[src/mfpu_settings.svh]
/*
 * Vector multiply unit settings
 * Datapath widths, queue depths and multiplier latency
 */
`ifndef MFPU_SETTINGS_SVH
`define MFPU_SETTINGS_SVH

// Datapath word and its byte-enable
`define MFPU_ELEN 64
`define MFPU_STRB 8

// Queue depths
`define MFPU_INSN_DEPTH 4
`define MFPU_RESULT_DEPTH 2

// Multiplier pipeline stages
`define MFPU_MUL_LATENCY 3

// Instruction ids and vector length
`define MFPU_NR_VINSN 8
`define MFPU_VL_W 8

// Register file geometry of this lane
`define MFPU_VREG_WORDS 16
`define MFPU_ADDR_W 9

`endif

[src/mfpu_pkg.sv]
/*
 * Vector multiply unit types
 * Operation encodings, instruction and operand structs, lane view of a word
 */
`default_nettype none
`include "mfpu_settings.svh"

package mfpu_pkg;

  typedef logic [`MFPU_ELEN-1:0]             elen_t;
  typedef logic [`MFPU_STRB-1:0]             strb_t;
  typedef logic [$clog2(`MFPU_NR_VINSN)-1:0] vid_t;
  typedef logic [`MFPU_VL_W-1:0]             vlen_t;

  typedef enum logic [1:0] {
    EW8  = 2'd0,
    EW16 = 2'd1,
    EW32 = 2'd2,
    EW64 = 2'd3
  } vsew_e;

  typedef enum logic {
    VMUL  = 1'b0,
    VMACC = 1'b1
  } mul_op_e;

  typedef struct packed {
    vid_t       id;
    mul_op_e    op;
    vsew_e      vsew;
    vlen_t      vl;
    logic [4:0] vd;
    logic       use_scalar;
    elen_t      scalar;
  } vinsn_t;

  typedef struct packed {
    elen_t vs1;
    elen_t vs2;
    elen_t vd;
  } operands_t;

  // One word split into lanes, picked by vsew
  typedef union packed {
    logic [7:0][7:0]  b;
    logic [3:0][15:0] h;
    logic [1:0][31:0] w;
    elen_t            d;
  } elen_lanes_u;

  typedef struct packed {
    elen_lanes_u a;
    elen_lanes_u b;
    elen_lanes_u c;
    strb_t       be;
  } mul_req_t;

  typedef struct packed {
    elen_t wdata;
    strb_t be;
  } mul_rsp_t;

  typedef struct packed {
    vid_t                    id;
    logic [`MFPU_ADDR_W-1:0] addr;
    elen_t                   wdata;
    strb_t                   be;
  } result_t;

endpackage

`default_nettype wire

[src/mfpu_insn_queue.sv]
/*
 * Instruction queue of the multiply unit
 * Circular buffer tracking each instruction through issue, processing and commit
 */
`timescale 1ns/10ps
`default_nettype none
`include "mfpu_settings.svh"

module mfpu_insn_queue (
  input  wire                          clk_i,
  input  wire                          rst_ni,
  input  wire mfpu_pkg::vinsn_t        insn_i,
  input  wire                          insn_valid_i,
  output logic                         insn_ready_o,
  input  wire                          issue_last_i,
  input  wire                          proc_last_i,
  input  wire                          commit_last_i,
  output mfpu_pkg::vinsn_t             issue_insn_o,
  output mfpu_pkg::vinsn_t             proc_insn_o,
  output mfpu_pkg::vinsn_t             commit_insn_o,
  output logic                         issue_valid_o,
  output logic                         proc_valid_o,
  output logic                         commit_valid_o,
  output logic [`MFPU_NR_VINSN-1:0]    done_o
);

  localparam int unsigned PntW = $clog2(`MFPU_INSN_DEPTH);
  localparam int unsigned CntW = PntW + 1;

  mfpu_pkg::vinsn_t insn_q [`MFPU_INSN_DEPTH];

  // Depth is a power of two, so the pointers wrap by themselves
  logic [PntW-1:0] accept_pnt_q;
  logic [PntW-1:0] issue_pnt_q;
  logic [PntW-1:0] proc_pnt_q;
  logic [PntW-1:0] commit_pnt_q;

  // Instructions still waiting for each phase to finish
  logic [CntW-1:0] issue_cnt_q;
  logic [CntW-1:0] proc_cnt_q;
  logic [CntW-1:0] commit_cnt_q;

  logic accept;

  // An entry stays held until its commit is done
  assign insn_ready_o = (commit_cnt_q != CntW'(`MFPU_INSN_DEPTH));
  assign accept       = insn_valid_i & insn_ready_o;

  assign issue_insn_o  = insn_q[issue_pnt_q];
  assign proc_insn_o   = insn_q[proc_pnt_q];
  assign commit_insn_o = insn_q[commit_pnt_q];

  assign issue_valid_o  = (issue_cnt_q != '0);
  assign proc_valid_o   = (proc_cnt_q != '0);
  assign commit_valid_o = (commit_cnt_q != '0);

  always_ff @(posedge clk_i) begin
    if (accept) begin
      insn_q[accept_pnt_q] <= insn_i;
    end
  end

  always_ff @(posedge clk_i or negedge rst_ni) begin
    if (!rst_ni) begin
      accept_pnt_q <= '0;
      issue_pnt_q  <= '0;
      proc_pnt_q   <= '0;
      commit_pnt_q <= '0;
      issue_cnt_q  <= '0;
      proc_cnt_q   <= '0;
      commit_cnt_q <= '0;
    end else begin
      accept_pnt_q <= accept_pnt_q + PntW'(accept);
      issue_pnt_q  <= issue_pnt_q + PntW'(issue_last_i);
      proc_pnt_q   <= proc_pnt_q + PntW'(proc_last_i);
      commit_pnt_q <= commit_pnt_q + PntW'(commit_last_i);
      // A new instruction joins all three phases at once
      issue_cnt_q  <= issue_cnt_q + CntW'(accept) - CntW'(issue_last_i);
      proc_cnt_q   <= proc_cnt_q + CntW'(accept) - CntW'(proc_last_i);
      commit_cnt_q <= commit_cnt_q + CntW'(accept) - CntW'(commit_last_i);
    end
  end

  // Done pulse in the cycle the last word is granted
  always_comb begin
    done_o = '0;
    if (commit_valid_o && commit_last_i) begin
      done_o[commit_insn_o.id] = 1'b1;
    end
  end

  a_commit_cnt_bound : assert property (@(posedge clk_i) disable iff (!rst_ni)
    commit_cnt_q <= CntW'(`MFPU_INSN_DEPTH))
    else $error("instruction queue holds more than its depth");

endmodule

`default_nettype wire

[config.mk]
export PLATFORM = sky130hd
export DESIGN_NAME = mfpu_insn_queue
export DESIGN_NICKNAME = d
export VERILOG_FILES = /design/src/mfpu_pkg.sv /design/src/mfpu_insn_queue.sv
export VERILOG_INCLUDE_DIRS = /design/src
export SDC_FILE = /design/constraint.sdc
export NUM_CORES = 1
export LEC_CHECK = 0
export BUFFER_PORTS_ARGS = -buffer_cell sky130_fd_sc_hd__buf_2
export CORE_ASPECT_RATIO = 1.4
export CORE_MARGIN = 10
export CORE_UTILIZATION = 60
export DETAILED_ROUTE_END_ITERATION = 6
export GPL_ROUTABILITY_DRIVEN = 0
export PLACE_DENSITY = 0.9
export SLEW_MARGIN = 20
export SYNTH_ARGS = -nofsm -noshare
export SYNTH_HDL_FRONTEND = slang
export SYNTH_SLANG_ARGS = --single-unit
[constraint.sdc]
create_clock -name clk_i -period 17.6 [get_ports clk_i]
set_input_delay 0.88 -clock clk_i [delete_from_list [all_inputs] [get_ports clk_i]]
set_output_delay 0.88 -clock clk_i [all_outputs]
set_load 0.01 [all_outputs]
==> impl_metrics.toml <==
[status]
outcome = "finished clean"

[critical_path]
path_max_fanout = 45
cp_top_family = "buffers and inverters"
launching_element_type_of_the_critical_path = "flip-flop"
type_of_the_worst_setup_path = "flip-flop to output pin"
timing.critical_path.buf_inv = 2
critical_path.slowest_cell = "dfrtp_4"
crit_path_max_incr_delay_ns = 1.00
critPathArrivalTime_ns = 3.28
critical_path_end_type = "output pin"
path_cells = "buf_4 -> mux4_2 -> buf_2"
timing.critical_path.required_ns = 16.72

[synthesis]
synth_top_area_cell = "edfxtp_1"
synth.area.mux_share_pct = 33.56
ys.warnings.count = 0
compound_cell_area_share_of_the_yosys_netlist_pct = 0.09618
yosys.area_share.simple_pct = 0.9174
synth_adder_area_share_pct = 1.095
synth-async-reset-ratio_pct = 4.816
post_synth_most_frequent_cells = "336 x edfxtp_1, 252 x mux4_2, 30 x buf_2"
synth_cells = 712
post-synth-top-count-cell = "edfxtp_1"
synth.net_count = 815
yosys.cell_types.count = 23
netlist_area_mm2 = 0.01691
syn_area_per_cell_um2 = 23.75
yosys_most_used_dff = "edfxtp_1"
synth_top_family_by_area = "multiplexers"
synth-edff-count = 336
seq_cells_post_synth = 353
post-synth-top-area-fraction_pct = 59.66
sequential_cell_area_fraction_in_the_yosys_report_pct = 62.17
synth.area.top_cells = "edfxtp_1 60%, mux4_2 34%, dfrtp_1 2.5%, buf_2 0.89%, ha_1 0.74%"
synth-xor-area-share_pct = 0.5179

[floorplanning]
placeableCoreArea_mm2 = 0.02775
num_rows = 72
die_w_um = 161.9
floorplan.initialDensity_pct = 60.95
floorplan.io_pins = 354
dieHeight_um = 218.7
die_area_mm2 = 0.03540

[pwr]
p_total_w = 0.003994
power.static_leakage_nw = 7.182
ir_worst_vdd_uv = 134.4
pwr_density_cell_mw_per_mm2 = 196.6

[global_routing]
antenna_found_initial = 10
groute.usage.overall_pct = 24.66
grt_pass1_vias = 10540
gr-usage-met3_pct = 6.622
largest_net_degree_at_the_start_of_global_routing = 49
grt_remaining_overflow = 0
wire_length_of_the_first_global_routing_pass_um = 65960
global_route.peak_usage_layer = "met2"
grt_util_met1_pct = 27.91
gr-usage-met2_pct = 42.86

[clock_tree]
clock_buffers_created_by_tritoncts = 34
numClockSinks = 353
cts.hold.buffers_added = 0
postCtsResizedCells = 0
cts.htree.levels = 2
clock_latency_ns = 0.52
cts_tree = "done"
postCtsSetupBuffers = 0
clk_pin_slew_worst_paths_ns = 0.07
cts_max_path_buffers = 3
cts_root_buffer = "clkbuf_16"

[place]
io_buffer_count = 353
dp_hpwl_um = 29420
dp_cells = 1394
setup_ws_pre_cts_ns = 13.90

[final_layout]
drive_above_1_share_pct = 63.04
fin_util_pct = 73.21
final_nets = 1163
layout-area-overhead-vs-synth_pct = 20.12
total_of_fill_cells_in_the_finished_design = 1570
layoutNonFillerInstCount = 1463

[timing]
rsz0062_at_grt = "no"
fin_setup_tns_ns = 0
fin_crit_sh_pct = 23.61
finClkSkew_ns = 0.01468
worst_slew_pin_slew_ns = 1.016
final.setup.worst_slack_ns = 13.44
slew_violations = 0
hold_viol = 0
timing.max_slew.rel_slack_pct = 32.30
max_freq_mhz = 240.7
period_needed_ns = 4.155
report.final.setup_viol = 0

[hold_path]
timing.hold.worst.class = "primary input to async pin"

[route]
drc = 0
dr.first_iter.drc_count = 758
dr.pass1.iters = 5
wirelength_um = 44340
total_vias_in_the_final_route = 9666
drt-vias-per-instance = 6.607
avgRoutedWirePerCell_um = 30.31
drt.antenna.violating_nets = 0

[run]
cap_violations = 0
-- cells by family after synthesis --
kind of cell / count (synthesis)
buf+inv: 64
simple gates: 18
mux: 252
fa+ha+maj: 13
compound gates: 2
xor+xnor: 10
flops: 353
-- worst register-to-register path: stages, from the launching register on --
cell and delay (ns):
dfrtp_1 0.43, nor3b_2 0.25, and4b_4 0.90, buf_4 0.70
-- flip-flops by register name (all words and copies together) (netlist names) --
signal        count
accept_pnt_q      2
commit_cnt_q      3
commit_pnt_q      2
insn_q          336
issue_cnt_q       3
issue_pnt_q       2
proc_cnt_q        3
proc_pnt_q        2
-- worst paths after layout --
path / from / end / slack [ns] / depth (start not counted)
worst max-delay path: commit_pnt_q[0] / commit_insn_o[29] / 13.44 / 3
worst min-delay path: rst_ni / issue_pnt_q[0] / 0.29 / 1
worst max register to register: commit_cnt_q[2] / insn_q[3][9] / 14.91 / 3
worst min register to register: issue_cnt_q[2] / issue_cnt_q[2] / 0.47 / 1
max in group asynchronous: rst_ni / proc_pnt_q[1] / 16.99 / 1
min in group clk_i: issue_cnt_q[2] / issue_cnt_q[2] / 0.47 / 1
-- metrics by stage --
step / instance area [um^2] / hold slack, ns
6_report: 20310 / 0.2874
5_1_grt: 20310 / 0.3006
4_1_cts: 20290 / 0.2770
3_5_place_dp: 19060 / 0.4642
3_3_place_gp: 19060 / 0.4542
2_1_floorplan: 16910 / 0.4392
-- final cells by class --
| cell class | instances | area [um^2] | share of cell area (%) |
|---|---|---|---|
| Tap cell | 370 | 462.9 | 2.279 |
| Multi-Input combinational cell | 295 | 6165 | 30.35 |
| Inverter | 10 | 37.54 | 0.1848 |
| Antenna cell | 8 | 20.02 | 0.09855 |
| Timing Repair Buffer | 366 | 1864 | 9.177 |
| Clock buffer | 41 | 940.9 | 4.632 |
| Sequential cell | 353 | 10540 | 51.87 |
| Clock inverter | 20 | 286.5 | 1.410 |
-- power by group --
| group | switching [W] | internal [W] |
|---|---|---|
| clock network | 0.000305 | 0.000486 |
| logic | 0.000906 | 0.000922 |
| registers | 0.000249 | 0.00113 |
| total | 0.00146 | 0.00253 |
-- per-layer routing --
metal  wire length [um]  share of wire (%)
met2              24130                 54
met4               1838                4.1
met3               4046                9.1
met1              14300                 32
met5                 17              0.038
-- placed cells by master (no fill, tap or decap), drive strengths merged, types with 7 or more instances in the layout --
cell	count
mux4	252
clkinv	12
diode	8
bufinv	7
ha	10
clkbuf	41
buf	366
dfrtp	17
inv	11
edfxtp	336
Note: power is estimated with default switching activity, not from simulation.
