`config.mk`:
```
export PLATFORM = sky130hd
export DESIGN_NAME = mfpu_result_queue
export DESIGN_NICKNAME = d
export VERILOG_FILES = /design/src/mfpu_pkg.sv /design/src/mfpu_result_queue.sv
export VERILOG_INCLUDE_DIRS = /design/src
export SDC_FILE = /design/constraint.sdc
export NUM_CORES = 1
export LEC_CHECK = 0
export BUFFER_PORTS_ARGS = -buffer_cell sky130_fd_sc_hd__buf_4
export CAP_MARGIN = 20
export CORE_MARGIN = 5
export CORE_UTILIZATION = 48
export CTS_BUF_LIST = sky130_fd_sc_hd__clkbuf_16
export DETAILED_ROUTE_END_ITERATION = 12
export PLACE_DENSITY = 0.88
export REMOVE_ABC_BUFFERS = 1
export SYNTH_ARGS = -nofsm -noshare
export SYNTH_HDL_FRONTEND = slang
export SYNTH_SLANG_ARGS = --single-unit
```
`constraint.sdc`:
```
create_clock -name clk_i -period 5.7 [get_ports clk_i]
set_clock_uncertainty 0.1 [all_clocks]
set_input_delay 0 -clock clk_i [delete_from_list [all_inputs] [get_ports clk_i]]
set_output_delay 0 -clock clk_i [all_outputs]
set_load 0.1 [all_outputs]
```
`src/mfpu_settings.svh`:
```
/*
 * Vector multiply unit settings
 * Datapath widths, queue depths and multiplier latency
 */
`ifndef MFPU_SETTINGS_SVH
`define MFPU_SETTINGS_SVH

// Datapath word and its byte-enable
`define MFPU_ELEN 64
`define MFPU_STRB 8

// Queue depths
`define MFPU_INSN_DEPTH 4
`define MFPU_RESULT_DEPTH 2

// Multiplier pipeline stages
`define MFPU_MUL_LATENCY 3

// Instruction ids and vector length
`define MFPU_NR_VINSN 8
`define MFPU_VL_W 8

// Register file geometry of this lane
`define MFPU_VREG_WORDS 16
`define MFPU_ADDR_W 9

`endif

```
`src/mfpu_pkg.sv`:
```
/*
 * Vector multiply unit types
 * Operation encodings, instruction and operand structs, lane view of a word
 */
`default_nettype none
`include "mfpu_settings.svh"

package mfpu_pkg;

  typedef logic [`MFPU_ELEN-1:0]             elen_t;
  typedef logic [`MFPU_STRB-1:0]             strb_t;
  typedef logic [$clog2(`MFPU_NR_VINSN)-1:0] vid_t;
  typedef logic [`MFPU_VL_W-1:0]             vlen_t;

  typedef enum logic [1:0] {
    EW8  = 2'd0,
    EW16 = 2'd1,
    EW32 = 2'd2,
    EW64 = 2'd3
  } vsew_e;

  typedef enum logic {
    VMUL  = 1'b0,
    VMACC = 1'b1
  } mul_op_e;

  typedef struct packed {
    vid_t       id;
    mul_op_e    op;
    vsew_e      vsew;
    vlen_t      vl;
    logic [4:0] vd;
    logic       use_scalar;
    elen_t      scalar;
  } vinsn_t;

  typedef struct packed {
    elen_t vs1;
    elen_t vs2;
    elen_t vd;
  } operands_t;

  // One word split into lanes, picked by vsew
  typedef union packed {
    logic [7:0][7:0]  b;
    logic [3:0][15:0] h;
    logic [1:0][31:0] w;
    elen_t            d;
  } elen_lanes_u;

  typedef struct packed {
    elen_lanes_u a;
    elen_lanes_u b;
    elen_lanes_u c;
    strb_t       be;
  } mul_req_t;

  typedef struct packed {
    elen_t wdata;
    strb_t be;
  } mul_rsp_t;

  typedef struct packed {
    vid_t                    id;
    logic [`MFPU_ADDR_W-1:0] addr;
    elen_t                   wdata;
    strb_t                   be;
  } result_t;

endpackage

`default_nettype wire

```
`src/mfpu_result_queue.sv`:
```
/*
 * Result queue of the multiply unit
 * Two-entry buffer that forms the address and writes the register file
 */
`timescale 1ns/10ps
`default_nettype none
`include "mfpu_settings.svh"

module mfpu_result_queue (
  input  wire                      clk_i,
  input  wire                      rst_ni,
  input  wire mfpu_pkg::mul_rsp_t  rsp_i,
  input  wire                      rsp_valid_i,
  output logic                     rsp_ready_o,
  input  wire mfpu_pkg::vinsn_t    proc_insn_i,
  input  wire [`MFPU_VL_W-1:0]     word_idx_i,
  output mfpu_pkg::result_t        result_o,
  output logic                     result_req_o,
  input  wire                      result_gnt_i,
  output logic                     gnt_o
);

  localparam int unsigned Depth = `MFPU_RESULT_DEPTH;
  localparam int unsigned PntW  = $clog2(Depth);
  localparam int unsigned CntW  = PntW + 1;

  mfpu_pkg::result_t       entry_q [Depth];
  mfpu_pkg::result_t       entry_d;
  logic [PntW-1:0]         wr_pnt_q;
  logic [PntW-1:0]         rd_pnt_q;
  logic [CntW-1:0]         cnt_q;
  logic                    wr_en;
  logic [`MFPU_ADDR_W-1:0] vreg_base;

  assign rsp_ready_o  = (cnt_q != CntW'(Depth));
  assign wr_en        = rsp_valid_i & rsp_ready_o;
  assign result_req_o = (cnt_q != '0);
  assign result_o     = entry_q[rd_pnt_q];
  assign gnt_o        = result_req_o & result_gnt_i;

  // First word of vd within this lane
  assign vreg_base = `MFPU_ADDR_W'(proc_insn_i.vd) * `MFPU_ADDR_W'(`MFPU_VREG_WORDS);

  always_comb begin
    entry_d.id    = proc_insn_i.id;
    entry_d.addr  = vreg_base + `MFPU_ADDR_W'(word_idx_i);
    entry_d.wdata = rsp_i.wdata;
    entry_d.be    = rsp_i.be;
  end

  always_ff @(posedge clk_i) begin
    if (wr_en) begin
      entry_q[wr_pnt_q] <= entry_d;
    end
  end

  always_ff @(posedge clk_i or negedge rst_ni) begin
    if (!rst_ni) begin
      wr_pnt_q <= '0;
      rd_pnt_q <= '0;
      cnt_q    <= '0;
    end else begin
      if (wr_en) begin
        wr_pnt_q <= (wr_pnt_q == PntW'(Depth - 1)) ? '0 : wr_pnt_q + 1'b1;
      end
      if (gnt_o) begin
        rd_pnt_q <= (rd_pnt_q == PntW'(Depth - 1)) ? '0 : rd_pnt_q + 1'b1;
      end
      cnt_q <= cnt_q + CntW'(wr_en) - CntW'(gnt_o);
    end
  end

  // A response refused by a full queue is still offered next cycle
  a_no_write_full : assert property (@(posedge clk_i) disable iff (!rst_ni)
    rsp_valid_i && !rsp_ready_o |=> rsp_valid_i)
    else $error("response lost while result queue was full");

endmodule

`default_nettype wire

```
==> flow_summary.html <==
<table>
<tr><th>Metric</th><th>Value</th></tr>
<tr><th colspan="2">Global routing</th></tr>
<tr><td>Pin count of the biggest net entering global routing</td><td>85</td></tr>
<tr><td>Initial antenna violation count</td><td>0</td></tr>
<tr><td>Aggregate global-route resource usage</td><td>about 18%</td></tr>
<tr><td>Wire length of the first global-routing pass</td><td>between 20 and 25 mm</td></tr>
<tr><td>Vias in the first global route</td><td>~4,000</td></tr>
<tr><td>Residual overflow from global routing</td><td>0</td></tr>
<tr><th colspan="2">Floorplan</th></tr>
<tr><td>Die outline area</td><td>roughly 16,000 µm²</td></tr>
<tr><td>Total I/O pin count</td><td>around 260</td></tr>
<tr><td>Starting density of the core</td><td>between 40% and 50%</td></tr>
<tr><td>Placement Rows</td><td>42</td></tr>
<tr><td>Die Y</td><td>roughly 130 µm</td></tr>
<tr><td>Floorplan Core Area</td><td>~13,000 µm²</td></tr>
<tr><td>Die boundary width</td><td>125.6 µm</td></tr>
<tr><th colspan="2">Clocking</th></tr>
<tr><td>Clock tree sinks</td><td>roughly 170</td></tr>
<tr><td>Source-to-sink clock delay at the later pin of the worst-skew pair</td><td>between 0.4 and 0.5 ns</td></tr>
<tr><td>Root buffer selected by CTS</td><td>sky130_fd_sc_hd__clkbuf_16</td></tr>
<tr><td>Number of H-tree branching levels</td><td>4</td></tr>
<tr><td>Number of buffers added by the clock tree synthesis step</td><td>17</td></tr>
<tr><td>Clock tree from TritonCTS</td><td>yes</td></tr>
<tr><td>Setup Fix Bufs, Post-CTS</td><td>0</td></tr>
<tr><td>Hold buffer count at CTS</td><td>92</td></tr>
<tr><td>Maximum clock path buffer count</td><td>2</td></tr>
<tr><td>PostCTS Resize Cnt</td><td>0</td></tr>
<tr><td>Clock transition at the registers of the reported paths</td><td>about 0.060 ns</td></tr>
<tr><th colspan="2">Run</th></tr>
<tr><td>Total of max-cap violations</td><td>0</td></tr>
<tr><th colspan="2">Synthesis</th></tr>
<tr><td>Post-synthesis cell area</td><td>about 6400 µm²</td></tr>
<tr><td>Yosys warns</td><td>0</td></tr>
<tr><td>Register bit total from synthesis</td><td>around 170</td></tr>
<tr><td>Async set or reset register ratio after synthesis</td><td>around 2.3%</td></tr>
<tr><td>Mean cell area of the mapped netlist</td><td>about 22 µm²</td></tr>
<tr><td>Sequential share of the synthesized area</td><td>around four fifths</td></tr>
<tr><td>Distinct cell type count after synthesis</td><td>25</td></tr>
<tr><td>Post-synth EDFFs</td><td>168</td></tr>
<tr><td>Primary flip-flop cell chosen by synthesis mapping</td><td>sky130_fd_sc_hd__edfxtp_1</td></tr>
<tr><td>Cells after Synth</td><td>295</td></tr>
<tr><th colspan="2">Final layout</th></tr>
<tr><td>P&amp;R area growth vs syn</td><td>46.99%</td></tr>
<tr><td>Antenna diodes</td><td>0</td></tr>
<tr><td>Number of fillers in the final layout</td><td>roughly 800</td></tr>
<tr><td>Fraction of final layout cells with drive strength greater than 1</td><td>a little over two fifths</td></tr>
<tr><td>Post-layout nets</td><td>approximately 750</td></tr>
<tr><th colspan="2">Drt</th></tr>
<tr><td>Routed Antenna Nets</td><td>0</td></tr>
<tr><td>First-pass iteration count of the detailed router</td><td>4</td></tr>
<tr><td>Number of DRC markers after the initial detailed-route iteration</td><td>around 200</td></tr>
<tr><td>WL/cell</td><td>~18 µm</td></tr>
<tr><td>Ratio of routed vias to standard cells</td><td>approximately 4.8</td></tr>
<tr><td>Count of unresolved DRC violations after routing</td><td>0</td></tr>
<tr><td>Post-Route WL</td><td>13.52 mm</td></tr>
<tr><td>Vias after detailed routing</td><td>around 3,700</td></tr>
<tr><th colspan="2">STA</th></tr>
<tr><td>Tcrit/Tclk final</td><td>between 40% and 50%</td></tr>
<tr><td>Number of failing hold endpoints at the final stage</td><td>0</td></tr>
<tr><td>Accumulated negative setup slack</td><td>0 ns</td></tr>
<tr><td>Worst slew slack as a fraction of its limit</td><td>about three fifths</td></tr>
<tr><td>Final setup violating endpoints</td><td>0</td></tr>
<tr><td>Worst hold slack after final layout</td><td>between 0.04 and 0.05 ns</td></tr>
<tr><td>Fmax achieved</td><td>roughly 380 MHz</td></tr>
<tr><td>Final Slew Violations</td><td>0</td></tr>
<tr><td>Min Clock Period, post-route</td><td>between 2 and 3 ns</td></tr>
<tr><td>Setup repair after global routing missed its margin</td><td>false</td></tr>
<tr><td>Slew @ Worst Pin</td><td>~0.62 ns</td></tr>
<tr><th colspan="2">Place</th></tr>
<tr><td>Count of buffers from port buffering</td><td>178</td></tr>
<tr><td>Dpl hpwl</td><td>about 7.7 mm</td></tr>
<tr><td>Routability-driven placement congestion ratio</td><td>0.7348</td></tr>
<tr><th colspan="2">Worst setup path</th></tr>
<tr><td>Capturing element type of the critical path</td><td>primary output</td></tr>
<tr><td>Arr. time, crit path</td><td>approximately 2.5 ns</td></tr>
<tr><td>Category of the most critical setup path</td><td>reg2out</td></tr>
<tr><td>Startpoint types</td><td>flip-flop</td></tr>
<tr><td>Worst Path Max Fanout</td><td>47</td></tr>
<tr><td>Number of cells on the worst reg-to-reg path</td><td>5</td></tr>
<tr><td>Req. time, crit path</td><td>5.60 ns</td></tr>
<tr><th colspan="2">Status</th></tr>
<tr><td>Result of the run</td><td>finished clean</td></tr>
<tr><th colspan="2">Hold path</th></tr>
<tr><td>Number of cells on the worst hold path</td><td>3</td></tr>
<tr><td>Hold WC Path Type</td><td>in2reg</td></tr>
</table>
-- sequential cells by signal, summed over array words and instances, names as in the netlist --
signal and flops:
cnt_q 2, entry_q 168, rd_pnt_q 1, wr_pnt_q 1
-- cell type report --
| class | instances | area (µm²) | area share, % |
|---|---|---|---|
| Clock buffer | 17 | 425.4 | 4.512 |
| Tap cell | 176 | 220.2 | 2.335 |
| Timing Repair Buffer | 274 | 2320 | 24.60 |
| Multi-Input combinational cell | 114 | 1204 | 12.77 |
| Clock inverter | 15 | 111.4 | 1.181 |
| Sequential cell | 172 | 5149 | 54.60 |
-- logic make-up (layout without fill, tap and decap cells) --
kind of cell,after synthesis,count (layout),share of synthesized area [%]
fa+ha+maj,6,6,1.287
mux,84,84,14.75
flops,172,172,80.20
simple gates,10,10,0.8388
compound gates,8,8,0.8776
buf+inv,9,306,1.229
xor+xnor,6,6,0.8192
-- cell usage after synthesis (all sizes together) (2+ instances only) --
cell | number | area share, %
nor2 | 3 | 0.18
buf | 9 | 1.2
a21o | 2 | 0.23
mux2 | 84 | 15
dfrtp | 4 | 1.6
ha | 5 | 0.98
edfxtp | 168 | 79
xnor2 | 4 | 0.55
a21oi | 2 | 0.16
xor2 | 2 | 0.27
-- cells in the final DEF, fill, tap and decap left out, types with 3 or more instances in the layout --
cell / count
sky130_fd_sc_hd__buf_4: 180
sky130_fd_sc_hd__clkbuf_16: 17
sky130_fd_sc_hd__clkinvlp_4: 7
sky130_fd_sc_hd__dfrtp_1: 3
sky130_fd_sc_hd__dlygate4sd3_1: 92
sky130_fd_sc_hd__edfxtp_1: 168
sky130_fd_sc_hd__ha_1: 5
sky130_fd_sc_hd__inv_1: 3
sky130_fd_sc_hd__mux2_1: 50
sky130_fd_sc_hd__mux2_2: 34
sky130_fd_sc_hd__xnor2_1: 4
-- metal layers --
| metal | up-vias | share of wire (%) | GRT usage [%] |
|---|---|---|---|
| li1 | 1739 | - | - |
| met3 | 20 | 6.2 | 5.373 |
| met2 | 129 | 54 | 31.37 |
| met5 | - | 0 | 0 |
| met4 | 0 | 2.0 | 6.760 |
| met1 | 1834 | 38 | 19.77 |
-- final timing paths --
kind,startpoint,endpoint,slack (ns)
min in group asynchronous,rst_ni,rd_pnt_q,0.39
max,rd_pnt_q,result_o[9],3.08
min,proc_insn_i[66],entry_q[0][78],0.05
min reg2reg,wr_pnt_q,wr_pnt_q,0.46
max in group asynchronous,rst_ni,rd_pnt_q,4.92
max reg2reg,cnt_q[0],entry_q[0][73],3.39
-- per-stage QoR --
step	instance area [µm²]	utilization, %	std cells	setup WS, ns
floorplan	6336	-	286	0.09898
global placement	7924	60.07	642	2.943
detailed placement	7924	60.07	642	2.858
CTS	9382	71.13	766	2.850
global route	9429	71.49	768	2.964
finish	9429	71.49	768	3.085
-- critical path, stage by stage (launching register included) --
cell and delay (ns):
sky130_fd_sc_hd__dfrtp_4 0.76, sky130_fd_sc_hd__buf_4 0.61, sky130_fd_sc_hd__mux2_2 0.43, sky130_fd_sc_hd__buf_4 0.24
Power is left out: the tool's default activity adds up to more than one toggle a clock period on the data nets, which glitch-free logic cannot reach.
