<file path="src/mfpu_settings.svh">
/*
 * Vector multiply unit settings
 * Datapath widths, queue depths and multiplier latency
 */
`ifndef MFPU_SETTINGS_SVH
`define MFPU_SETTINGS_SVH

// Datapath word and its byte-enable
`define MFPU_ELEN 64
`define MFPU_STRB 8

// Queue depths
`define MFPU_INSN_DEPTH 4
`define MFPU_RESULT_DEPTH 2

// Multiplier pipeline stages
`define MFPU_MUL_LATENCY 3

// Instruction ids and vector length
`define MFPU_NR_VINSN 8
`define MFPU_VL_W 8

// Register file geometry of this lane
`define MFPU_VREG_WORDS 16
`define MFPU_ADDR_W 9

`endif

</file>
<file path="src/mfpu_pkg.sv">
/*
 * Vector multiply unit types
 * Operation encodings, instruction and operand structs, lane view of a word
 */
`default_nettype none
`include "mfpu_settings.svh"

package mfpu_pkg;

  typedef logic [`MFPU_ELEN-1:0]             elen_t;
  typedef logic [`MFPU_STRB-1:0]             strb_t;
  typedef logic [$clog2(`MFPU_NR_VINSN)-1:0] vid_t;
  typedef logic [`MFPU_VL_W-1:0]             vlen_t;

  typedef enum logic [1:0] {
    EW8  = 2'd0,
    EW16 = 2'd1,
    EW32 = 2'd2,
    EW64 = 2'd3
  } vsew_e;

  typedef enum logic {
    VMUL  = 1'b0,
    VMACC = 1'b1
  } mul_op_e;

  typedef struct packed {
    vid_t       id;
    mul_op_e    op;
    vsew_e      vsew;
    vlen_t      vl;
    logic [4:0] vd;
    logic       use_scalar;
    elen_t      scalar;
  } vinsn_t;

  typedef struct packed {
    elen_t vs1;
    elen_t vs2;
    elen_t vd;
  } operands_t;

  // One word split into lanes, picked by vsew
  typedef union packed {
    logic [7:0][7:0]  b;
    logic [3:0][15:0] h;
    logic [1:0][31:0] w;
    elen_t            d;
  } elen_lanes_u;

  typedef struct packed {
    elen_lanes_u a;
    elen_lanes_u b;
    elen_lanes_u c;
    strb_t       be;
  } mul_req_t;

  typedef struct packed {
    elen_t wdata;
    strb_t be;
  } mul_rsp_t;

  typedef struct packed {
    vid_t                    id;
    logic [`MFPU_ADDR_W-1:0] addr;
    elen_t                   wdata;
    strb_t                   be;
  } result_t;

endpackage

`default_nettype wire

</file>
<file path="src/mfpu_elem_counter.sv">
/*
 * Element counter for one execution phase
 * Tracks remaining elements, word index and tail byte-enable
 */
`timescale 1ns/10ps
`default_nettype none
`include "mfpu_settings.svh"

module mfpu_elem_counter (
  input  wire                     clk_i,
  input  wire                     rst_ni,
  input  wire mfpu_pkg::vinsn_t   insn_i,
  input  wire                     insn_valid_i,
  input  wire                     step_i,
  output logic                    last_o,
  output logic [`MFPU_VL_W-1:0]   word_idx_o,
  output logic [`MFPU_STRB-1:0]   be_o
);

  logic [`MFPU_VL_W-1:0] cnt_q;
  logic                  loaded_q;
  logic [`MFPU_VL_W-1:0] remaining;
  logic [`MFPU_VL_W-1:0] per_word;
  logic [`MFPU_VL_W-1:0] n_elem;
  logic [`MFPU_VL_W-1:0] n_bytes;
  logic [1:0]            idx_shift;

  always_comb begin
    // A fresh instruction starts from its full vl
    remaining = loaded_q ? cnt_q : insn_i.vl;
    per_word  = `MFPU_VL_W'(`MFPU_STRB) >> insn_i.vsew;
    n_elem    = (remaining < per_word) ? remaining : per_word;
    n_bytes   = n_elem << insn_i.vsew;
    idx_shift = 2'($clog2(`MFPU_STRB)) - insn_i.vsew;

    word_idx_o = (insn_i.vl - remaining) >> idx_shift;

    // Only bytes of remaining elements are enabled
    for (int i = 0; i < `MFPU_STRB; i++) begin
      be_o[i] = (`MFPU_VL_W'(i) < n_bytes);
    end
  end

  assign last_o = step_i & insn_valid_i & (remaining <= per_word);

  always_ff @(posedge clk_i or negedge rst_ni) begin
    if (!rst_ni) begin
      cnt_q    <= '0;
      loaded_q <= 1'b0;
    end else if (insn_valid_i && step_i) begin
      cnt_q    <= remaining - n_elem;
      // Next instruction reloads from its own vl
      loaded_q <= !last_o;
    end
  end

endmodule

`default_nettype wire

</file>
<file path="config.mk">
export PLATFORM = sky130hd
export DESIGN_NAME = mfpu_elem_counter
export DESIGN_NICKNAME = d
export VERILOG_FILES = /design/src/mfpu_pkg.sv /design/src/mfpu_elem_counter.sv
export VERILOG_INCLUDE_DIRS = /design/src
export SDC_FILE = /design/constraint.sdc
export NUM_CORES = 1
export LEC_CHECK = 0
export ABC_AREA = 0
export BUFFER_PORTS_ARGS = -buffer_cell sky130_fd_sc_hd__buf_2
export CORE_ASPECT_RATIO = 0.5
export CORE_MARGIN = 4
export CORE_UTILIZATION = 25
export DETAILED_ROUTE_END_ITERATION = 10
export SLEW_MARGIN = 20
export SYNTH_ARGS = -nofsm -noshare
export SYNTH_HDL_FRONTEND = slang
export SYNTH_SLANG_ARGS = --single-unit
</file>
<file path="constraint.sdc">
create_clock -name clk_i -period 4.7 [get_ports clk_i]
set_input_delay 0.235 -clock clk_i [delete_from_list [all_inputs] [get_ports clk_i]]
set_output_delay 0.235 -clock clk_i [all_outputs]
set_load 0.01 [all_outputs]
</file>
==> run_results.csv, run 1 <==
group,metric,value,unit
outcome,status,"finished clean",
drt,dr.pass1.iters,4,
floorplanning,ioPinCount,105,
clock_network,cts_resized,0,
power,leakage_power_figure,0.873,nW
timing,postLayoutSetupSlackWorst,0.979,ns
logic_synthesis,post_synth_main_area_contributors,"sky130_fd_sc_hd__dfrtp_1 (13%), sky130_fd_sc_hd__ha_1 (11%), sky130_fd_sc_hd__mux2i_1 (5.8%)",
worst_setup_path,timing.critical_path.to,"cnt_q[6]$_DFFE_PN0P_",
logic_synthesis,share_of_synthesized_area_occupied_by_flip_flops_and_latches,13.0,%
floorplanning,placementRows,21,
final_layout,layout-drive-gt1-share,21.4,%
placement,hpwlAfterDp,3590,um
worst_setup_path,cpMaxStageDelayCell,"sky130_fd_sc_hd__mux2_2",
logic_synthesis,synth_edf_count,0,
logic_synthesis,synthCells,217,
clock_network,clock_insertion_delay_worst_skew,0.23,ns
worst_setup_path,worst_r2r_path_depth,13,
clock_network,clock_transition_at_the_registers_of_the_reported_paths,0.04,ns
placement,detailedPlace.worstSlack,0.979,ns
grt,grt_total_usage,10.7,%
placement,dpl.cell_count,330,
drt,length_of_routed_wiring_on_met1,2020,um
final_layout,final-instance-count-excl-fill,335,
timing,max_clock_freq,269,MHz
drt,dr.max_layer_used,"met4",
logic_synthesis,synth_async_sr_flop_share,100,%
floorplanning,dieHeight,66.8,um
worst_setup_path,setup.worst_path.class,"flip-flop to flip-flop",
logic_synthesis,total_of_flip_flops_plus_latches_after_synthesis,9,
floorplanning,die-area,8380,sq um
timing,rsz0062_at_grt,"false",
timing,tightest_slew,0.557,ns
worst_setup_path,worstSetupStartpoint,"loaded_q$_DFFE_PN0P_",
worst_setup_path,worst_ep_arrival_time,3.81,ns
drt,antenna_violating_nets_post_route,0,
final_layout,nets,349,
timing,period_minus_ws_final,3.72,ns
worst_setup_path,cp_top_family,"multiplexers",
drt,routed_wirelength,4450,um
clock_network,post_cts_buffers,0,
timing,final_max_tran_viols,0,
grt,grt_remaining_overflow,0,
clock_network,clock_sinks,9,
timing,final.setup.tns,0,ns
drt,post_drt_wl_per_cell,13.3,um
grt,antenna_found_initial,0,
clock_network,cts.root.buffer_cell,"sky130_fd_sc_hd__clkbuf_16",
clock_network,tritoncts.num_buffers,3,
logic_synthesis,syn_area,1730,sq um
timing,timing.slew.headroom,62.8,%
logic_synthesis,yosysUniqueCellTypes,61,
floorplanning,placeableCoreArea,6700,sq um
clock_network,postCtsHoldBufs,1,
worst_setup_path,worstSetupStartpointType,"flip-flop",
grt,grt_pass1_vias,1646,
flow_run,timing.max_cap.violations,0,
final_layout,n_antenna_cell,0,
placement,gp_routability_congestion,0.835,
final_layout,area_growth,18.0,%
logic_synthesis,yosys.area.top_type_share,13.0,%
clock_network,clk_path_buf_depth,2,
drt,drc_errors,0,
clock_network,tritoncts_clock_tree,"done",
worst_setup_path,reg2reg_setup_slack,0.98,ns
logic_synthesis,synth.largest_area_cell,"sky130_fd_sc_hd__dfrtp_1",
placement,io_buffers,30,
timing,min_period_over_period,79.2,%
grt,grt_start_max_net_pins,21,
worst_setup_path,worstPathCellList,"buf_4, mux2_2, ha_1, o21a_1, o21a_1, nor3_4, mux2_1, ha_1, nor2b_1, o21ai_0, nand4b_1, xnor2_1, o21ai_1",
timing,final-setup-viol-count,0,
floorplanning,initial_core_util,25.8,%
logic_synthesis,ys_warn_count,0,
logic_synthesis,synthesis.nets,322,
power,vdd_drop_max,0.184,mV
power,power_per_cell_area,807,nW/um^2
hold_path,min-delay-path-class,"primary input to asynchronous set/reset pin",
worst_setup_path,end_kind,"flip-flop",
logic_synthesis,cell_with_the_most_instances_after_synthesis,"sky130_fd_sc_hd__nand2_1",
logic_synthesis,synth_ff_type,"sky130_fd_sc_hd__dfrtp_1",
worst_setup_path,crit_cells,13,
timing,hold_violations,0,
drt,total_met3_wirelength_after_detailed_routing,106,um
worst_setup_path,critPathMaxStageDelay,0.44,ns
worst_setup_path,crit_buf_inv,1,
worst_setup_path,timing.rr.start,"loaded_q$_DFFE_PN0P_",
drt,met2_length,2230,um
worst_setup_path,critical_path.reg2reg.endpoint,"cnt_q[6]$_DFFE_PN0P_",
drt,dr.first_iter.drc_count,46,
clock_network,htreeDepth,1,
drt,drt-vias-per-instance,5.01,
power,fin_total_pwr,1.64,mW
grt,grt_first_pass_wirelength,7420,um
drt,detailroute.via_count,1678,
worst_setup_path,worst-endpoint-required,4.79,ns
timing,fin_worst_skew,0.000419,ns
floorplanning,die_width,126,um
logic_synthesis,most_used_standard_cells_in_the_synthesized_netlist,"sky130_fd_sc_hd__nand2_1 (18), sky130_fd_sc_hd__ha_1 (15), sky130_fd_sc_hd__nor2_1 (14)",
worst_setup_path,path_max_fanout,17,
logic_synthesis,syn-mean-instance-area,7.96,sq um
-- layout by cell type, fill, tap and decap left out, types with 3 or more instances in the layout --
cell / n
sky130_fd_sc_hd__nand2_1: 18
sky130_fd_sc_hd__dfrtp_1: 9
sky130_fd_sc_hd__nand2b_1: 6
sky130_fd_sc_hd__o211ai_1: 3
sky130_fd_sc_hd__nor2b_1: 7
sky130_fd_sc_hd__and3_1: 3
sky130_fd_sc_hd__nor2_1: 14
sky130_fd_sc_hd__buf_2: 30
sky130_fd_sc_hd__inv_1: 8
sky130_fd_sc_hd__inv_2: 3
sky130_fd_sc_hd__xnor2_1: 6
sky130_fd_sc_hd__o21ai_1: 10
sky130_fd_sc_hd__o21ai_0: 9
sky130_fd_sc_hd__o21a_1: 6
sky130_fd_sc_hd__nand3_1: 6
sky130_fd_sc_hd__ha_1: 15
sky130_fd_sc_hd__clkbuf_16: 3
sky130_fd_sc_hd__mux2i_1: 10
sky130_fd_sc_hd__a21o_1: 4
sky130_fd_sc_hd__a21oi_1: 9
sky130_fd_sc_hd__a211oi_1: 5
sky130_fd_sc_hd__nor3_1: 12
-- final cells by class --
| type | instances | area [sq um] |
|---|---|---|
| clock buffer | 4 | 78.8 |
| sequential | 9 | 225 |
| tap | 92 | 115 |
| multi-input combinational | 186 | 1410 |
| timing repair buffer | 32 | 168 |
| inverter | 12 | 45.0 |
| fill | 700 | 4660 |
-- sequential cells by signal (all words and copies together) (netlist names) --
signal	cells
cnt_q	8
loaded_q	1
-- how the worst min path moves through the flow --
stage,cells past startpoint,endpoint,start,slack (ns)
2_1_floorplan,0,cnt_q[0]$_DFFE_PN0P_,rst_ni,-0.06
3_3_place_gp,1,cnt_q[7]$_DFFE_PN0P_,rst_ni,0.1
3_5_place_dp,1,cnt_q[5]$_DFFE_PN0P_,rst_ni,0.10
4_1_cts,2,cnt_q[5]$_DFFE_PN0P_,rst_ni,0.39
5_1_grt,2,cnt_q[5]$_DFFE_PN0P_,rst_ni,0.44
6_report,2,cnt_q[5]$_DFFE_PN0P_,rst_ni,0.40
-- cells by family after synthesis --
group           count (synthesis)  synth area share [%]
compound gates                 65                  27.6
xor+xnor                        8                  4.06
fa+ha+maj                      17                  13.2
buf+inv                        22                  5.58
flops                           9                  13.0
mux                            17                  11.8
simple gates                   79                  24.7
-- per-layer routing --
layer	vias up	GRT usage, %
met3	9	1.12
met5	-	0
li1	862	-
met4	0	4.59
met1	784	12.3
met2	23	20.7
-- where the power goes --
| group | total [mW] | switching (mW) | internal (mW) |
|---|---|---|---|
| combinational | 1.34 | 0.763 | 0.580 |
| sequential | 0.150 | 0.0346 | 0.116 |
| clock | 0.150 | 0.0368 | 0.113 |
-- metrics by stage --
stage,utilization [%],instance area (sq um),hold slack (ns)
floorplan,-,1730,-0.0606
global route,30.4,2040,0.435
global placement,29.1,1950,0.0970
detailed placement,29.1,1950,0.100
CTS,30.4,2040,0.389
finish,30.4,2040,0.398
No activity file was read; power rests on OpenSTA's default activity.
==> run 2, diff against run 1 <==
Clock period 4.7 ns to 3.4 ns, I/O delays scaled along.
==> run 2 against run 1 <==
Sequential share of layout area shrank 0.78 points. First-iteration DRC count grew 61%. Critical path depth shrank 1. Global-route usage shrank 0.20 points. Die area is the same. Setup slack lost 0.85 ns. Core utilization grew 2.5 points. Largest cell class unchanged.
==> run_results.csv, run 2 (synthesis gave the netlist of run 1 again) <==
group,metric,value,unit
worst_setup_path,worstSetupStartpointType,"flip-flop",
clock_network,clock_transition_at_the_registers_of_the_reported_paths,0.04,ns
final_layout,most-common-layout-cells,"sky130_fd_sc_hd__buf_2 (30), sky130_fd_sc_hd__nand2_1 (18), sky130_fd_sc_hd__nor2_1 (14), sky130_fd_sc_hd__ha_1 (14), sky130_fd_sc_hd__buf_4 (14)",
drt,antenna_violating_nets_post_route,0,
timing,timing.slew.headroom,63.8,%
timing,period_minus_ws_final,3.27,ns
hold_path,min-delay-path-class,"primary input to asynchronous set/reset pin",
worst_setup_path,end_kind,"output port",
worst_setup_path,worstPathCellList,"buf_6, mux2i_4, buf_4, inv_2, ha_1, fa_1, nor2b_4, o2111ai_1, and3_1, nor4_2, o21ba_1, buf_2",
floorplanning,placeableCoreArea,6700,sq um
power,power_per_cell_area,1130,nW/um^2
floorplanning,die-area,8380,sq um
final_layout,layout-drive-gt1-share,30.0,%
drt,dr.first_iter.drc_count,74,
final_layout,area_growth,27.6,%
timing,postLayoutSetupSlackWorst,0.133,ns
drt,drt-vias-per-instance,4.92,
floorplanning,ioPinCount,105,
clock_network,clock_sinks,9,
final_layout,design_area,2200,sq um
grt,grt_remaining_overflow,0,
worst_setup_path,worst_ep_arrival_time,3.10,ns
final_layout,final_common_cell,"sky130_fd_sc_hd__buf_2",
final_layout,area_used_by_multi_input_combinational_logic,1460,sq um
timing,fin_worst_skew,0.00232,ns
timing,final-setup-viol-count,0,
timing,tightest_slew,0.541,ns
power,combinationalPowerShare,82.9,%
timing,final_max_tran_viols,0,
timing,hold_violations,0,
placement,detailedPlace.worstSlack,-0.000373,ns
worst_setup_path,critPathMaxStageDelay,0.45,ns
final_layout,n_antenna_cell,0,
worst_setup_path,cpMaxStageDelayCell,"sky130_fd_sc_hd__fa_1",
grt,grt_start_max_net_pins,21,
final_layout,max_reg_flops,8,
drt,routed_wirelength,4370,um
power,relative_contribution_of_the_clock_network_to_total_power,8.4,%
clock_network,htreeDepth,1,
worst_setup_path,path_max_fanout,12,
placement,io_buffers,30,
drt,dr.pass1.iters,4,
grt,grt_total_usage,10.5,%
timing,min_period_over_period,96.1,%
timing,max_clock_freq,306,MHz
floorplanning,dieHeight,66.8,um
grt,grt_first_pass_wirelength,7370,um
worst_setup_path,worst-endpoint-required,3.23,ns
worst_setup_path,crit_buf_inv,4,
placement,gp_routability_congestion,0.802,
floorplanning,die_width,126,um
clock_network,clk_path_buf_depth,2,
grt,grt_pass1_vias,1618,
clock_network,cts.root.buffer_cell,"sky130_fd_sc_hd__clkbuf_16",
drt,drc_errors,0,
final_layout,final-seq-area,226,sq um
final_layout,registers.top_by_ff_count,"cnt_q",
final_layout,nets,363,
floorplanning,placementRows,21,
clock_network,tritoncts.num_buffers,3,
floorplanning,initial_core_util,25.8,%
clock_network,clock_insertion_delay_worst_skew,0.23,ns
timing,rsz0062_at_grt,"true",
outcome,status,"finished clean",
drt,post_drt_wl_per_cell,12.5,um
worst_setup_path,cp_top_family,"adder cells",
drt,detailroute.via_count,1716,
power,swShare,48.7,%
power,leakage_power_figure,0.967,nW
clock_network,tritoncts_clock_tree,"done",
grt,antenna_found_initial,0,
worst_setup_path,setup.worst_path.class,"flip-flop to output port",
power,seq_power_share,8.7,%
placement,placement.cell_area,2060,sq um
final_layout,fillerInstances,697,
power,vdd_drop_max,0.245,mV
placement,hpwlAfterDp,3620,um
power,p_int,1.27,mW
worst_setup_path,reg2reg_setup_slack,0.18,ns
final_layout,layout_top_registers,"cnt_q: 8 flops, loaded_q: 1 flops",
power,power_switching,1.21,mW
flow_run,timing.max_cap.violations,0,
-- run 2: metrics by stage --
stage | instances | hold WS, ns | total power, mW | TNS [ns] | utilization [%]
final | 349 | 0.341 | 2.48 | 0 | 32.9
after global routing | 349 | 0.355 | 2.73 | -0.0116 | 32.9
after CTS | 347 | 0.321 | 2.42 | 0 | 32.2
after detailed placement | 342 | 0.0359 | 2.18 | -0.000373 | 30.7
after global placement | 342 | 0.0243 | 2.15 | 0 | 30.7
after floorplan | 217 | -0.126 | 1.71 | 0 | -
-- run 2: path summary, 6_finish.rpt --
path | start | end | depth (start not counted)
worst min-delay path | rst_ni | cnt_q[3]$_DFFE_PN0P_ | 2
worst min register to register | cnt_q[2]$_DFFE_PN0P_ | cnt_q[2]$_DFFE_PN0P_ | 2
min in group clk_i | insn_i[77] | cnt_q[7]$_DFFE_PN0P_ | 4
max in group asynchronous | rst_ni | loaded_q$_DFFE_PN0P_ | 2
worst max-delay path | loaded_q$_DFFE_PN0P_ | word_idx_o[3] | 12
worst max register to register | loaded_q$_DFFE_PN0P_ | cnt_q[7]$_DFFE_PN0P_ | 15
-- run 2: area by class of cell --
| type | count | share of cell area (%) |
|---|---|---|
| clock buffer | 4 | 3.58 |
| multi-input combinational | 186 | 66.3 |
| tap | 92 | 5.22 |
| inverter | 12 | 2.04 |
| sequential | 9 | 10.3 |
| timing repair buffer | 46 | 12.5 |
-- run 2: repair_timing --
item,CTS,global route
endpoints found under the hold margin,9,0
pin swaps,0,3
gates resized for setup,3,6
endpoints found under the setup margin,4,7
hold buffers,1,0
setup buffers,0,2
-- run 2: power by group through the flow --
stage | Clock [mW] | Combinational [mW] | Sequential [mW]
detailed placement | 0 | 1.97 | 0.215
floorplan | 0 | 1.51 | 0.195
global placement | 0 | 1.93 | 0.213
finish | 0.209 | 2.06 | 0.215
CTS | 0.213 | 1.99 | 0.216
global route | 0.224 | 2.28 | 0.224
-- run 2: worst register-to-register path, cell delays in order (launching register included) --
cell                       delay (ns)
sky130_fd_sc_hd__dfrtp_2         0.42
sky130_fd_sc_hd__mux2i_4         0.26
sky130_fd_sc_hd__inv_2           0.07
sky130_fd_sc_hd__ha_4            0.24
sky130_fd_sc_hd__nor2b_1         0.12
sky130_fd_sc_hd__o21a_1          0.16
sky130_fd_sc_hd__o21a_2          0.23
sky130_fd_sc_hd__nor3_4          0.18
sky130_fd_sc_hd__buf_4           0.15
sky130_fd_sc_hd__mux2_4          0.28
sky130_fd_sc_hd__ha_1            0.28
sky130_fd_sc_hd__buf_4           0.15
sky130_fd_sc_hd__o211ai_1        0.11
sky130_fd_sc_hd__nand4_1         0.18
sky130_fd_sc_hd__mux2i_1         0.19
sky130_fd_sc_hd__o21a_1          0.13
-- run 2: per-layer routing --
| metal | share of wire (%) | vias to the layer above | track usage [%] |
|---|---|---|---|
| met1 | 49 | 808 | 13.2 |
| met4 | 0.39 | 0 | 2.43 |
| met5 | 0 | - | 0 |
| met3 | 1.6 | 2 | 1.60 |
| met2 | 49 | 20 | 19.3 |
| li1 | - | 886 | - |
==> run 3, diff against run 2 <==
Clock period 3.4 ns to 3.7 ns, I/O delays scaled along.
==> run 3 against run 2 <==
Via count increased by 0.41%. Hold slack improved by 0.0050 ns. Core utilization decreased by 1.6 points. Largest power group unchanged. Die area unchanged. Power decreased by 14%. Critical path type is now flip-flop to flip-flop. Setup slack improved by 0.13 ns. Critical endpoint is now cnt_q[6]$_DFFE_PN0P_. Clock skew decreased by 0.0016 ns.
==> run_results.csv, run 3 (synthesis gave the netlist of run 1 again) <==
group,metric,value,unit
worst_setup_path,critical_path.reg2reg.endpoint,"cnt_q[6]$_DFFE_PN0P_",
timing,final.setup.tns,0,ns
timing,final_max_tran_viols,0,
placement,hpwlAfterDp,3670,um
clock_network,clk_path_buf_depth,2,
drt,dr.pass1.iters,4,
clock_network,clock_sinks,9,
floorplanning,dieHeight,66.8,um
final_layout,final-seq-area,226,sq um
placement,gp_routability_congestion,0.867,
final_layout,most-common-layout-cells,"sky130_fd_sc_hd__buf_2 (30), sky130_fd_sc_hd__nand2_1 (18), sky130_fd_sc_hd__ha_1 (15)",
clock_network,clock_transition_at_the_registers_of_the_reported_paths,0.04,ns
worst_setup_path,worst-endpoint-required,3.80,ns
power,fin_total_pwr,2.13,mW
final_layout,final_common_cell,"sky130_fd_sc_hd__buf_2",
worst_setup_path,end_kind,"flip-flop",
timing,max_clock_freq,291,MHz
power,leakage_power_figure,0.911,nW
clock_network,tritoncts.num_buffers,3,
floorplanning,die-area,8380,sq um
power,power_per_cell_area,1010,nW/um^2
drt,detailroute.via_count,1723,
grt,grt_start_max_net_pins,21,
timing,hold_violations,0,
worst_setup_path,worstPathCellList,"buf_4, mux2_2, ha_1, o21a_1, o21a_1, nor3_4, mux2_1, ha_1, nor2b_1, o21ai_1, nand4b_1, xnor2_1, o21ai_1",
placement,io_buffers,30,
final_layout,n_antenna_cell,0,
floorplanning,die_width,126,um
floorplanning,ioPinCount,105,
timing,worst_hold_slack,0.346,ns
worst_setup_path,cpMaxStageDelayCell,"sky130_fd_sc_hd__dfrtp_2",
placement,placement.cell_area,2000,sq um
final_layout,nets,357,
drt,drt-vias-per-instance,5.02,
worst_setup_path,path_max_fanout,5,
power,vdd_drop_max,0.220,mV
worst_setup_path,cp_top_family,"multiplexers",
final_layout,area_used_by_multi_input_combinational_logic,1410,sq um
worst_setup_path,worstSetupStartpoint,"loaded_q$_DFFE_PN0P_",
floorplanning,initial_core_util,25.8,%
drt,post_drt_wl_per_cell,13.0,um
final_layout,area_growth,21.5,%
final_layout,layout_top_registers,"cnt_q: 8 flops, loaded_q: 1 flops",
drt,drc_errors,0,
grt,grt_remaining_overflow,0,
grt,grt_first_pass_wirelength,7540,um
drt,dr.first_iter.drc_count,77,
timing,tightest_slew,0.555,ns
hold_path,min-delay-path-class,"primary input to asynchronous set/reset pin",
floorplanning,placeableCoreArea,6700,sq um
drt,routed_wirelength,4460,um
clock_network,htreeDepth,1,
timing,final-setup-viol-count,0,
flow_run,timing.max_cap.violations,0,
grt,grt_pass1_vias,1659,
final_layout,layout-drive-gt1-share,24.3,%
final_layout,registers.top_by_ff_count,"cnt_q",
timing,timing.slew.headroom,62.9,%
clock_network,tritoncts_clock_tree,"done",
grt,grt_total_usage,10.8,%
clock_network,clock_insertion_delay_worst_skew,0.23,ns
worst_setup_path,worst_r2r_path_depth,13,
timing,rsz0062_at_grt,"false",
grt,antenna_found_initial,0,
outcome,status,"finished clean",
worst_setup_path,setup.worst_path.class,"flip-flop to flip-flop",
timing,min_period_over_period,92.8,%
timing,period_minus_ws_final,3.44,ns
worst_setup_path,worstSetupStartpointType,"flip-flop",
worst_setup_path,reg2reg_setup_slack,0.26,ns
floorplanning,placementRows,21,
worst_setup_path,critPathMaxStageDelay,0.45,ns
final_layout,fillerInstances,695,
final_layout,final_util,31.3,%
final_layout,design_area,2100,sq um
clock_network,cts.root.buffer_cell,"sky130_fd_sc_hd__clkbuf_16",
worst_setup_path,worst_ep_arrival_time,3.53,ns
worst_setup_path,crit_cells,13,
worst_setup_path,timing.rr.start,"loaded_q$_DFFE_PN0P_",
final_layout,max_reg_flops,8,
timing,fin_worst_skew,0.000714,ns
drt,antenna_violating_nets_post_route,0,
worst_setup_path,crit_buf_inv,1,
==> run 3: cell types whose count changed in the layout (fill, tap and decap cells not counted), moves of 2 or more <==
cell | previous run | this run
sky130_fd_sc_hd__buf_4 | 14 | 9
sky130_fd_sc_hd__a211oi_1 | 3 | 5
sky130_fd_sc_hd__a211oi_2 | 2 | 0
sky130_fd_sc_hd__mux2_1 | 0 | 2
sky130_fd_sc_hd__mux2_4 | 2 | 0
==> run 3: layer usage <==
layer / vias up / GRT usage [%] / share of wire [%]
li1: 876 / - / -
met4: 0 / 4.73 / 3.1
met1: 810 / 12.6 / 45
met5: - / 0 / 0
met3: 11 / 1.52 / 3.1
met2: 26 / 20.0 / 49
==> run 3: timing repair <==
| item | 4_1_cts | 5_1_grt |
|---|---|---|
| buffers inserted | 0 | 1 |
| hold endpoints to repair | 9 | 0 |
| setup endpoints to repair | 0 | 3 |
| hold buffers | 1 | 0 |
| gates resized for setup | 0 | 2 |
==> run 3: how the worst max path moves through the flow <==
stage | slack [ns] | end
finish | 0.26 | cnt_q[6]$_DFFE_PN0P_
global route | 0.02 | cnt_q[6]$_DFFE_PN0P_
CTS | 0.13 | cnt_q[6]$_DFFE_PN0P_
detailed placement | 0.12 | cnt_q[6]$_DFFE_PN0P_
global placement | 0.13 | cnt_q[6]$_DFFE_PN0P_
floorplan | 0.29 | cnt_q[6]$_DFFE_PN0P_
==> run 3: layout make-up <==
class,count,area share (%)
inverters,12,2.15
multi-input cells,186,67.0
clock buffers,4,3.76
well taps,92,5.49
flip-flops and latches,9,10.8
repair buffers,40,10.9
==> run 3: power by group <==
group	total (mW)	switching, mW	internal (mW)
Combinational	1.74	0.962	0.775
Clock	0.190	0.0465	0.144
Sequential	0.201	0.0529	0.148
==> run 3: through the flow <==
| step | setup slack [ns] | cells |
|---|---|---|
| 4_1_cts | 0.129 | 342 |
| 3_3_place_gp | 0.129 | 337 |
| 3_5_place_dp | 0.124 | 337 |
| 6_report | 0.265 | 343 |
| 5_1_grt | 0.0233 | 343 |
| 2_1_floorplan | 0.286 | 217 |
